`src/design/mmio_pkg.sv`:
```
package mmio_pkg;

  // Packet lengths, in bytes
  localparam int unsigned CMD_BYTES  = 8;
  localparam int unsigned RESP_BYTES = 4;

  // Stream and bus widths
  typedef logic [7:0]  usb_byte_t;
  typedef logic [31:0] mmio_addr_t;  // APB byte address
  typedef logic [15:0] mmio_data_t;  // Register data
  typedef logic [7:0]  mmio_tag_t;   // Echoed back in the response

  // Byte positions within a packet
  typedef logic [$clog2(CMD_BYTES)-1:0]  cmd_idx_t;
  typedef logic [$clog2(RESP_BYTES)-1:0] resp_idx_t;

  // Identifier returned by QUERY
  localparam mmio_data_t DEVICE_ID = 16'h4D31;

  // Command byte, anything else is rejected
  typedef enum logic [7:0] {
    OP_SET   = 8'h01,  // APB write
    OP_GET   = 8'h02,  // APB read
    OP_QUERY = 8'h03   // Device identifier, no bus access
  } mmio_opcode_e;

  // Response status byte
  typedef enum logic [7:0] {
    ST_OK     = 8'h00,
    ST_SLVERR = 8'h01,  // pslverr seen on the transfer
    ST_BADCMD = 8'h02   // Malformed packet or unknown opcode
  } mmio_status_e;

  // Decoded command, as held by the decoder
  typedef struct packed {
    usb_byte_t  opcode;  // Raw byte, may hold an unknown code
    mmio_tag_t  tag;
    mmio_addr_t addr;
    mmio_data_t wdata;
    logic       bad;     // Length or opcode check failed
  } mmio_cmd_t;

  // Status packet contents, serialised in field order
  typedef struct packed {
    mmio_tag_t    tag;
    mmio_status_e status;
    mmio_data_t   rdata;
  } mmio_resp_t;

endpackage

```
`src/design/mmio_apb_requester.sv`:
```
`timescale 1ns/100ps

module mmio_apb_requester (
  input  logic                 clock,
  input  logic                 areset_n,
  input  logic                 req_valid_i,
  output logic                 req_ready_o,
  input  logic                 req_write_i,
  input  mmio_pkg::mmio_addr_t req_addr_i,
  input  mmio_pkg::mmio_data_t req_wdata_i,
  output logic                 done_o,
  output mmio_pkg::mmio_data_t done_rdata_o,
  output logic                 done_slverr_o,
  output logic                 psel_o,
  output logic                 penable_o,
  output logic                 pwrite_o,
  output mmio_pkg::mmio_addr_t paddr_o,
  output mmio_pkg::mmio_data_t pwdata_o,
  input  mmio_pkg::mmio_data_t prdata_i,
  input  logic                 pready_i,
  input  logic                 pslverr_i
);

  typedef enum logic [1:0] {
    IDLE,
    SETUP,
    ACCESS
  } apb_state_e;

  apb_state_e           state_q;
  logic                 done_q;
  logic                 write_q;
  logic                 slverr_q;
  mmio_pkg::mmio_addr_t addr_q;
  mmio_pkg::mmio_data_t wdata_q;
  mmio_pkg::mmio_data_t rdata_q;

  assign req_ready_o = (state_q == IDLE);

  assign psel_o    = (state_q != IDLE);
  assign penable_o = (state_q == ACCESS);
  assign pwrite_o  = write_q;
  assign paddr_o   = addr_q;
  assign pwdata_o  = wdata_q;

  assign done_o        = done_q;
  assign done_rdata_o  = rdata_q;
  assign done_slverr_o = slverr_q;

  always_ff @(posedge clock or negedge areset_n) begin
    if (!areset_n) begin
      state_q <= IDLE;
      done_q  <= 1'b0;
    end else begin
      done_q <= 1'b0;  // Single-cycle pulse
      case (state_q)
        IDLE:    if (req_valid_i) state_q <= SETUP;
        SETUP:   state_q <= ACCESS;
        ACCESS: begin
          if (pready_i) begin  // Wait states stretch ACCESS
            state_q <= IDLE;
            done_q  <= 1'b1;
          end
        end
        default: state_q <= IDLE;
      endcase
    end
  end

  always_ff @(posedge clock) begin
    if (req_valid_i && req_ready_o) begin
      addr_q  <= req_addr_i;
      wdata_q <= req_wdata_i;
      write_q <= req_write_i;
    end
    if (penable_o && pready_i) begin
      rdata_q  <= prdata_i;
      slverr_q <= pslverr_i;
    end
  end

  a_penable_psel: assert property (
    @(posedge clock) disable iff (!areset_n)
    penable_o |-> psel_o
  );

endmodule

```
`src/design/mmio_cmd_decoder.sv`:
```
`timescale 1ns/100ps

module mmio_cmd_decoder (
  input  logic                clock,
  input  logic                areset_n,
  input  logic                usb_tvalid_i,
  output logic                usb_tready_o,
  input  logic                usb_tlast_i,
  input  mmio_pkg::usb_byte_t usb_tdata_i,
  output logic                cmd_valid_o,
  input  logic                cmd_ready_i,
  output mmio_pkg::mmio_cmd_t cmd_o
);

  typedef enum logic [1:0] {
    RECV,     // Collecting command bytes
    DISCARD,  // Overlong packet, drop bytes until tlast
    HOLD      // Decoded command waits for the controller
  } dec_state_e;

  dec_state_e          state_q;
  mmio_pkg::cmd_idx_t  cnt_q;
  mmio_pkg::mmio_cmd_t cmd_q;
  logic                byte_fire;
  logic                last_idx;
  logic                opcode_ok;

  assign usb_tready_o = (state_q != HOLD);
  assign byte_fire    = usb_tvalid_i && usb_tready_o;
  assign last_idx     = (cnt_q == mmio_pkg::cmd_idx_t'(mmio_pkg::CMD_BYTES - 1));

  assign opcode_ok = (usb_tdata_i == mmio_pkg::OP_SET) ||
                     (usb_tdata_i == mmio_pkg::OP_GET) ||
                     (usb_tdata_i == mmio_pkg::OP_QUERY);

  assign cmd_valid_o = (state_q == HOLD);
  assign cmd_o       = cmd_q;

  always_ff @(posedge clock or negedge areset_n) begin
    if (!areset_n) begin
      state_q <= RECV;
      cnt_q   <= '0;
    end else begin
      case (state_q)
        RECV: begin
          if (byte_fire) begin
            if (usb_tlast_i) begin
              state_q <= HOLD;  // Complete, or short and already marked bad
              cnt_q   <= '0;
            end else if (last_idx) begin
              state_q <= DISCARD;
              cnt_q   <= '0;
            end else begin
              cnt_q <= cnt_q + 1'b1;
            end
          end
        end
        DISCARD: begin
          if (byte_fire && usb_tlast_i) begin
            state_q <= HOLD;
          end
        end
        HOLD: begin
          if (cmd_ready_i) begin
            state_q <= RECV;
          end
        end
        default: state_q <= RECV;
      endcase
    end
  end

  // Field capture, multi-byte fields arrive MSB first
  always_ff @(posedge clock) begin
    if (byte_fire && state_q == RECV) begin
      case (cnt_q)
        3'd0: begin
          cmd_q.opcode <= usb_tdata_i;
          cmd_q.bad    <= !opcode_ok;  // Fresh flag for each packet
        end
        3'd1:                   cmd_q.tag   <= usb_tdata_i;
        3'd2, 3'd3, 3'd4, 3'd5: cmd_q.addr  <= {cmd_q.addr[23:0], usb_tdata_i};
        default:                cmd_q.wdata <= {cmd_q.wdata[7:0], usb_tdata_i};
      endcase
      // tlast early, or missing on the final byte
      if (usb_tlast_i != last_idx) begin
        cmd_q.bad <= 1'b1;
      end
    end
  end

  a_cmd_stable: assert property (
    @(posedge clock) disable iff (!areset_n)
    cmd_valid_o && !cmd_ready_i |=> cmd_valid_o && $stable(cmd_o)
  );

endmodule

```
`src/design/mmio_controller.sv`:
```
`timescale 1ns/100ps

module mmio_controller (
  input  logic                  clock,
  input  logic                  areset_n,
  input  logic                  cmd_valid_i,
  output logic                  cmd_ready_o,
  input  mmio_pkg::mmio_cmd_t   cmd_i,
  output logic                  req_valid_o,
  input  logic                  req_ready_i,
  output logic                  req_write_o,
  output mmio_pkg::mmio_addr_t  req_addr_o,
  output mmio_pkg::mmio_data_t  req_wdata_o,
  input  logic                  done_i,
  input  mmio_pkg::mmio_data_t  done_rdata_i,
  input  logic                  done_slverr_i,
  output logic                  resp_valid_o,
  input  logic                  resp_ready_i,
  output mmio_pkg::mmio_resp_t  resp_o
);

  typedef enum logic [1:0] {
    IDLE,  // Waiting for a decoded command
    BUS,   // APB transfer in progress
    RESP   // Response offered to the framer
  } ctrl_state_e;

  ctrl_state_e          state_q;
  logic                 issued_q;  // Request already taken by the requester
  logic                 write_q;
  mmio_pkg::mmio_addr_t addr_q;
  mmio_pkg::mmio_data_t wdata_q;
  mmio_pkg::mmio_resp_t resp_q;
  logic                 cmd_fire;
  logic                 no_bus;

  assign cmd_fire = cmd_valid_i && cmd_ready_o;
  // Bad packets and QUERY never reach the bus
  assign no_bus   = cmd_i.bad || (cmd_i.opcode == mmio_pkg::OP_QUERY);

  assign cmd_ready_o  = (state_q == IDLE);
  assign req_valid_o  = (state_q == BUS) && !issued_q;
  assign req_write_o  = write_q;
  assign req_addr_o   = addr_q;
  assign req_wdata_o  = wdata_q;
  assign resp_valid_o = (state_q == RESP);
  assign resp_o       = resp_q;

  always_ff @(posedge clock or negedge areset_n) begin
    if (!areset_n) begin
      state_q  <= IDLE;
      issued_q <= 1'b0;
    end else begin
      case (state_q)
        IDLE: begin
          issued_q <= 1'b0;
          if (cmd_valid_i) state_q <= no_bus ? RESP : BUS;
        end
        BUS: begin
          if (req_valid_o && req_ready_i) issued_q <= 1'b1;
          if (done_i) state_q <= RESP;
        end
        RESP:    if (resp_ready_i) state_q <= IDLE;
        default: state_q <= IDLE;
      endcase
    end
  end

  always_ff @(posedge clock) begin
    if (cmd_fire) begin
      write_q     <= (cmd_i.opcode == mmio_pkg::OP_SET);
      addr_q      <= cmd_i.addr;
      wdata_q     <= cmd_i.wdata;
      resp_q.tag  <= cmd_i.tag;
      resp_q.rdata <= '0;  // SET and bad commands return zero
      if (cmd_i.bad) begin
        resp_q.status <= mmio_pkg::ST_BADCMD;
      end else begin
        resp_q.status <= mmio_pkg::ST_OK;
        if (cmd_i.opcode == mmio_pkg::OP_QUERY) resp_q.rdata <= mmio_pkg::DEVICE_ID;
      end
    end
    if (done_i && state_q == BUS) begin
      resp_q.status <= done_slverr_i ? mmio_pkg::ST_SLVERR : mmio_pkg::ST_OK;
      resp_q.rdata  <= write_q ? '0 : done_rdata_i;
    end
  end

  // One command in flight at a time
  a_single_cmd: assert property (
    @(posedge clock) disable iff (!areset_n)
    cmd_fire |=> !cmd_ready_o
  );

endmodule

```
`src/design/mmio_resp_framer.sv`:
```
`timescale 1ns/100ps

module mmio_resp_framer (
  input  logic                 clock,
  input  logic                 areset_n,
  input  logic                 resp_valid_i,
  output logic                 resp_ready_o,
  input  mmio_pkg::mmio_resp_t resp_i,
  output logic                 usb_tvalid_o,
  input  logic                 usb_tready_i,
  output logic                 usb_tlast_o,
  output mmio_pkg::usb_byte_t  usb_tdata_o
);

  logic                 busy_q;  // Packet being sent
  mmio_pkg::resp_idx_t  idx_q;
  mmio_pkg::mmio_resp_t resp_q;
  logic                 byte_fire;

  // New response only once the previous packet is out
  assign resp_ready_o = !busy_q;
  assign usb_tvalid_o = busy_q;
  assign byte_fire    = usb_tvalid_o && usb_tready_i;
  assign usb_tlast_o  = (idx_q == mmio_pkg::resp_idx_t'(mmio_pkg::RESP_BYTES - 1));

  // Byte order is tag, status, rdata high, rdata low
  always_comb begin
    case (idx_q)
      2'd0:    usb_tdata_o = resp_q.tag;
      2'd1:    usb_tdata_o = resp_q.status;
      2'd2:    usb_tdata_o = resp_q.rdata[15:8];
      default: usb_tdata_o = resp_q.rdata[7:0];
    endcase
  end

  always_ff @(posedge clock or negedge areset_n) begin
    if (!areset_n) begin
      busy_q <= 1'b0;
      idx_q  <= '0;
    end else begin
      if (resp_valid_i && resp_ready_o) begin
        busy_q <= 1'b1;
        idx_q  <= '0;
      end else if (byte_fire) begin
        if (usb_tlast_o) begin
          busy_q <= 1'b0;
          idx_q  <= '0;
        end else begin
          idx_q <= idx_q + 1'b1;
        end
      end
    end
  end

  // Payload held for the whole packet
  always_ff @(posedge clock) begin
    if (resp_valid_i && resp_ready_o) begin
      resp_q <= resp_i;
    end
  end

  a_tdata_stable: assert property (
    @(posedge clock) disable iff (!areset_n)
    usb_tvalid_o && !usb_tready_i |=>
      usb_tvalid_o && $stable(usb_tdata_o) && $stable(usb_tlast_o)
  );

endmodule

```
`src/design/usb_mmio_top.sv`:
```
`timescale 1ns/100ps

module usb_mmio_top (
  input  logic                 clock,
  input  logic                 areset_n,
  // Bulk OUT, command packets
  input  logic                 usb_tvalid_i,
  output logic                 usb_tready_o,
  input  logic                 usb_tlast_i,
  input  mmio_pkg::usb_byte_t  usb_tdata_i,
  // Bulk IN, status packets
  output logic                 usb_tvalid_o,
  input  logic                 usb_tready_i,
  output logic                 usb_tlast_o,
  output mmio_pkg::usb_byte_t  usb_tdata_o,
  // APB requester
  output logic                 psel_o,
  output logic                 penable_o,
  output logic                 pwrite_o,
  output mmio_pkg::mmio_addr_t paddr_o,
  output mmio_pkg::mmio_data_t pwdata_o,
  input  mmio_pkg::mmio_data_t prdata_i,
  input  logic                 pready_i,
  input  logic                 pslverr_i
);

  logic                 cmd_valid;
  logic                 cmd_ready;
  mmio_pkg::mmio_cmd_t  cmd;
  logic                 req_valid;
  logic                 req_ready;
  logic                 req_write;
  mmio_pkg::mmio_addr_t req_addr;
  mmio_pkg::mmio_data_t req_wdata;
  logic                 done;
  logic                 done_slverr;
  mmio_pkg::mmio_data_t done_rdata;
  logic                 resp_valid;
  logic                 resp_ready;
  mmio_pkg::mmio_resp_t resp;

  mmio_cmd_decoder u_decoder (
    .clock        (clock),
    .areset_n     (areset_n),
    .usb_tvalid_i (usb_tvalid_i),
    .usb_tready_o (usb_tready_o),
    .usb_tlast_i  (usb_tlast_i),
    .usb_tdata_i  (usb_tdata_i),
    .cmd_valid_o  (cmd_valid),
    .cmd_ready_i  (cmd_ready),
    .cmd_o        (cmd)
  );

  mmio_controller u_controller (
    .clock         (clock),
    .areset_n      (areset_n),
    .cmd_valid_i   (cmd_valid),
    .cmd_ready_o   (cmd_ready),
    .cmd_i         (cmd),
    .req_valid_o   (req_valid),
    .req_ready_i   (req_ready),
    .req_write_o   (req_write),
    .req_addr_o    (req_addr),
    .req_wdata_o   (req_wdata),
    .done_i        (done),
    .done_rdata_i  (done_rdata),
    .done_slverr_i (done_slverr),
    .resp_valid_o  (resp_valid),
    .resp_ready_i  (resp_ready),
    .resp_o        (resp)
  );

  mmio_apb_requester u_requester (
    .clock         (clock),
    .areset_n      (areset_n),
    .req_valid_i   (req_valid),
    .req_ready_o   (req_ready),
    .req_write_i   (req_write),
    .req_addr_i    (req_addr),
    .req_wdata_i   (req_wdata),
    .done_o        (done),
    .done_rdata_o  (done_rdata),
    .done_slverr_o (done_slverr),
    .psel_o        (psel_o),
    .penable_o     (penable_o),
    .pwrite_o      (pwrite_o),
    .paddr_o       (paddr_o),
    .pwdata_o      (pwdata_o),
    .prdata_i      (prdata_i),
    .pready_i      (pready_i),
    .pslverr_i     (pslverr_i)
  );

  mmio_resp_framer u_framer (
    .clock        (clock),
    .areset_n     (areset_n),
    .resp_valid_i (resp_valid),
    .resp_ready_o (resp_ready),
    .resp_i       (resp),
    .usb_tvalid_o (usb_tvalid_o),
    .usb_tready_i (usb_tready_i),
    .usb_tlast_o  (usb_tlast_o),
    .usb_tdata_o  (usb_tdata_o)
  );

endmodule

```
`config.mk`:
```
export PLATFORM = sky130hd
export DESIGN_NAME = usb_mmio_top
export DESIGN_NICKNAME = d
export VERILOG_FILES = /design/src/design/mmio_pkg.sv /design/src/design/mmio_apb_requester.sv /design/src/design/mmio_cmd_decoder.sv /design/src/design/mmio_controller.sv /design/src/design/mmio_resp_framer.sv /design/src/design/usb_mmio_top.sv
export SDC_FILE = /design/constraint.sdc
export NUM_CORES = 1
export LEC_CHECK = 0
export BUFFER_PORTS_ARGS = -buffer_cell sky130_fd_sc_hd__buf_2
export CORE_ASPECT_RATIO = 1.2
export CORE_MARGIN = 1
export CORE_UTILIZATION = 51
export CTS_CLUSTER_SIZE = 28
export DETAILED_ROUTE_END_ITERATION = 8
export PLACE_DENSITY = 0.71
export SYNTH_ARGS = -nofsm -noshare
export SYNTH_HDL_FRONTEND = slang
export SYNTH_SLANG_ARGS = --single-unit
```
`constraint.sdc`:
```
create_clock -name clock -period 9 [get_ports clock]
set_clock_uncertainty 0.15 [all_clocks]
set_input_delay 0.9 -clock clock [delete_from_list [all_inputs] [get_ports clock]]
set_output_delay 0.9 -clock clock [all_outputs]
set_load 0.1 [all_outputs]
```
== Word-level counts from Yosys, hierarchy flattened ==
Cells that the tools add are included.
Cells by class
  $mul: 0
  reductions and logical operators: 40
  shift operators: 0
  divide/modulo/power cells: 0
  mux-type cells: 35
  equal/unequal tests: 32
  $add $sub $neg: 2
  bitwise operators: 1
  magnitude comparators: 0
Operators with widths (count)
  2-to-1 mux 24 bit: 2
  2-to-1 mux 15 bit: 2
  2-to-1 mux 2 bit: 15
  == test 8 x 2 -> 1 bit, second input constant: 3
  one-hot mux 8 bit (3 select lines): 1
  one-hot mux 2 bit (3 select lines): 3
  AND reduction 2 bit: 9
  == test 8 x 1 -> 1 bit, second input constant: 2
  2-to-1 mux 16 bit: 1
  != test 2 x 1 -> 1 bit, second input constant: 6
  nonzero test 2 bit: 6
  == test 2 bit, second input constant: 5
  logical AND 1 bit: 10
  == test 3 bit, second input constant: 3
  == test 2 x 1 -> 1 bit, second input constant: 4
  logical NOT 2 bit: 4
  2-to-1 mux 1 bit: 8
  != test 2 bit, second input constant: 4
  == test 3 x 2 -> 1 bit, second input constant: 2
  2-to-1 mux 3 bit: 2
  OR reduction 6 bit: 1
  AND reduction 4 bit: 1
  OR reduction 4 bit: 1
  adder 3 x 1 -> 3 bit, second input constant: 1
  10 further kinds: 14
Storage, ports and cells
  input bits: 31
  memory bits (read-only): 0
  register bits after elaboration: 258
  memory bits (writable): 0
  bits in latches: 0
  memories: 0
  logic and storage cells: 137
  output and inout bits: 62

== Logic depth before layout (Yosys ltp) ==
  word-level depth: 5
  depth in mapped cells: 5
  depth with buffers taken out: 5

== Hierarchy ==
Synthesis repeated with hierarchy kept, for this count alone.
Second synthesis, totals
  cells, all modules: 392
  area, all modules: 8573.2 µm²
Modules (own cells, without submodules)
  mmio_controller: area an instance 2692.6 µm², cells each 131, seq. area each 2327.2 µm², instances 1
  mmio_cmd_decoder: area an instance 2354.8 µm², cells each 104, seq. area each 2077.0 µm², instances 1
  mmio_apb_requester: area an instance 2115.8 µm², cells each 77, seq. area each 2057.0 µm², instances 1
  mmio_resp_framer: area an instance 1410.1 µm², cells each 80, seq. area each 1036.0 µm², instances 1

== Worst setup path before layout ==
Ideal clock, no wire load.
  path kind: register to register
  from: reg u_decoder.state_q[0]
  to: reg u_controller.addr_q[0] (netlist: u_controller.req_addr_o[0]), enable pin
  path buffers: 0
  stages on the path, launching flop included: 3
  arrival: 5210 ps
  data required time: 8306 ps
  slack: 3096 ps
  library setup time: 544 ps
  path through: dfrtp_1 nand2b_1 nor3_1
On the way
  word-level cells in the longest chain between the ends: 2
RTL lines
  start, declared: line mmio_cmd_decoder.sv:21  | dec_state_e state_q;
  start signal, assigned: line mmio_cmd_decoder.sv:41  | state_q <= RECV;
  start signal, assigned: line mmio_cmd_decoder.sv:48  | state_q <= HOLD;
  start signal, assigned: line mmio_cmd_decoder.sv:51  | state_q <= DISCARD;
  == test 2 bit: line mmio_cmd_decoder.sv:36  | assign cmd_valid_o = (state_q == HOLD);
  logical AND 1 bit: line mmio_controller.sv:37  | assign cmd_fire = cmd_valid_i && cmd_ready_o;
  via u_controller.cmd_fire: line mmio_controller.sv:34  | logic cmd_fire;
  end signal, assigned: line mmio_controller.sv:72  | addr_q <= cmd_i.addr;
  end, declared: line mmio_controller.sv:31  | mmio_pkg::mmio_addr_t addr_q;
The timed path passes the listed nets, and every way through them passes these cells.
A chain may end at the register's enable or synchronous reset.

== Worst setup path in the final report ==
  from: reg u_framer.idx_q[0]
  to: out usb_tdata_o[5]
On the way
  word-level cells in the longest chain between the ends: 2
RTL lines
  start, declared: line mmio_resp_framer.sv:16  | mmio_pkg::resp_idx_t idx_q;
  start signal, assigned: line mmio_resp_framer.sv:49  | idx_q <= idx_q + 1'b1;
  == test 2 bit, or another cell as far along: line mmio_resp_framer.sv:28  | case (idx_q)
  one-hot mux 8 bit (3 select lines) *: line mmio_resp_framer.sv:28
  end, declared: line usb_mmio_top.sv:15  | output mmio_pkg::usb_byte_t usb_tdata_o,
Mark *: on every way between the ends. The rest lies on a longest branch, timed or not.

==> out/metrics.csv <==
metric;value;unit
CP Launch Type;flop;
post-synth top area share;85.1;%
ratio of cells with drive above 1 in the final layout;27.8;%
post-route design area;9640;um2
# H-tree levels;1;
overall routing resource usage;14.6;%
Place WS;5.93;ns
Final Hold Fails;0;
critical path capture point type;primary output;
CP Data Required Time;7.95;ns
Yosys cell types;38;
syn nets;416;
core box area;15600;um2
status;completed;
Area contributors post-synth;edfxtp_1, dfrtp_1, ha_1, and2_1, a21o_1;
Clk pwr share;30.4;%
cts repair resizes;0;
count leader, synth;edfxtp_1;
met3 Use GR;2.18;%
most frequent cells after synthesis;edfxtp_1, nand2_1, dfrtp_1;
power per cell area;310;nW/um2
met2 Use GR;24.8;%
pin count of the biggest net entering global routing;58;
area grow syn2layout;17.8;%
TritonRoute pass-1 iters;4;
clk_lat worst skew;0.50;ns
Internal Power;2.11;mW
Max clock buf depth;3;
synthesis-stage register bit count;246;
DRC;0;
switching fraction of total power;29.2;%
cell area after synthesis;8190;um2
GPL Wtd Cong;0.763;
Comb power frac;17.3;%
ys async rst share;5.69;%
Least-Margin Pin Slew;1.15;ns
post-CTS repair timing setup buffer count;0;
Max VDD drop;0.174;mV
final hold slack;0.151;ns
Cell Area, Placed;8920;um2
Routed Wire Length;11900;um
sequential share of the synthesized area;89.4;%
HPWL after DPL;7550;um
Syn Area/Cell;21.8;um2
die area;16600;um2
Max-Cap Viols;0;
relative slew slack;23.2;%
vias in the first global route;3638;
Synth Instances;375;
RSZ-0062 raised after global routing;false;
switching power;0.873;mW
global route total overflow;0;
met1 usage;18.2;%
sequential share of power;52.3;%
Row Count;50;
GRT busiest layer;met2;
root buffer cell;clkbuf_16;
initial DRC count;186;
area leader, netlist;edfxtp_1;
Starting Density;52.4;%
critical path class;flop to primary output;
global-route wire length before repair;18700;um
number of setup violations in the final report;0;
I/O pin count;93;
WL per Instance;16.7;um
Worst Path Arrival;2.20;ns
min Tclk post-route;3.25;ns
total clock sinks;246;
antenna cells;0;
Fmax;307;MHz
CTS tree;yes;
Ys Warns;0;
initial antenna violation count;0;
DR vias;3535;
Die W;118;um
Slew Limit Fails;0;
EDFF count, synth;232;
Leak Pwr;3.49;nW
Min-Delay Path Class;input pin to async pin;
CP Max Fanout;8;
Final WS setup;5.75;ns
Final Cycle Share;36.1;%
CTS buffer count;22;
Vias/cell;4.96;
hold-fix buffers at CTS;0;
Die Span Y;141;um
Main synth FF type;edfxtp_1;
Final nets;529;
final antenna-violating net count;0;
setup TNS;0;ns
clock-pin transition on the worst setup and hold timing paths;0.07;ns
Port Buf Inserts;92;
==> state kept, by name, indices dropped and copies added (netlist names), 2 cells and up <==
| register | count |
|---|---|
| u_decoder.cmd_o | 65 |
| u_controller.req_addr_o | 32 |
| u_requester.paddr_o | 32 |
| u_controller.resp_o | 26 |
| u_framer.resp_q | 26 |
| u_controller.req_wdata_o | 16 |
| u_requester.done_rdata_o | 16 |
| u_requester.pwdata_o | 16 |
| u_decoder.cnt_q | 3 |
| u_controller.state_q | 2 |
| u_decoder.state_q | 2 |
| u_framer.idx_q | 2 |
| u_requester.state_q | 2 |
==> worst max-delay path, cell delays in order (launching register included) <==
cell and delay, ns:
dfrtp_1 0.43, inv_1 0.10, ha_1 0.32, a22oi_1 0.14
o21ai_0 0.23, buf_2 0.48
==> placed cells by master, fill, tap and decap left out, drive strengths merged, types with 2 or more instances in the layout <==
cell      netlist  routed
edfxtp        232     232
buf             2      96
clkbuf          5      27
nand2          15      15
dfrtp          14      14
nor2           13      13
and2           11      11
ha             10      10
a21o            9       9
clkinv          0       9
inv             8       8
o21ai           7       7
a22oi           6       6
mux2i           4       4
a21oi           4       4
nor3b           4       4
nor3            4       4
nor4            4       4
nand2b          2       2
a222oi          2       2
or2             2       2
nor2b           2       2
nand3           2       2
bufinv          0       2
clkinvlp        0       2
o31ai           2       2
==> power by group through the flow <==
stage | Combinational [mW] | Sequential (mW) | Clock [mW]
after floorplan | 0.376 | 1.60 | 0
after global placement | 0.500 | 1.58 | 0
after detailed placement | 0.515 | 1.59 | 0
after CTS | 0.520 | 1.56 | 0.928
after global routing | 0.548 | 1.58 | 0.971
final | 0.516 | 1.56 | 0.909
==> kinds of logic (layout without fill, tap and decap cells) <==
family / count (synthesis) / after routing / synth area share, %
XOR/XNOR: 1 / 1 / 0.107
AO/OA/AOI/OAI: 35 / 35 / 2.96
adder cells (fa/ha/maj): 10 / 10 / 1.53
multiplexers: 4 / 4 / 0.489
flip-flops: 246 / 246 / 89.4
AND/OR/NAND/NOR: 64 / 64 / 4.66
buffers and inverters: 15 / 144 / 0.886
==> metrics by stage <==
step                utilization (%)  power [mW]  cells
finish                         61.7        2.99    712
global route                   61.7        3.10    712
CTS                            61.7        3.01    712
detailed placement             57.1        2.10    672
global placement               57.1        2.08    672
floorplan                         -        1.98    375
==> worst paths after layout <==
check	startpoint	slack [ns]	to	cells after the start
hold reg to reg	u_controller.resp_o[0]	0.27	u_framer.resp_q[0]	0
setup / recovery	u_framer.idx_q[0]	5.75	usb_tdata_o[5]	5
min in group clock	u_controller.resp_o[0]	0.27	u_framer.resp_q[0]	0
max in group asynchronous	areset_n	8.28	u_framer.idx_q[1]	1
setup reg to reg	u_decoder.state_q[1]	6.47	u_decoder.cmd_o[50]	2
hold / removal	areset_n	0.15	u_decoder.state_q[1]	1
==> layout make-up <==
cell class	instances	area [um2]
Sequential cell	246	7320
Fill cell	1111	6000
Multi-Input combinational cell	114	826
Clock buffer	27	601
Timing Repair Buffer	96	490
Tap cell	208	260
Clock inverter	13	119
Inverter	8	30.0
==> metal layers <==
metal,wire (um),up-vias
met5,0,-
met2,5940,102
met1,4970,1729
met3,494,31
met4,461,0
li1,-,1673
No activity file was read; power rests on OpenSTA's default activity.
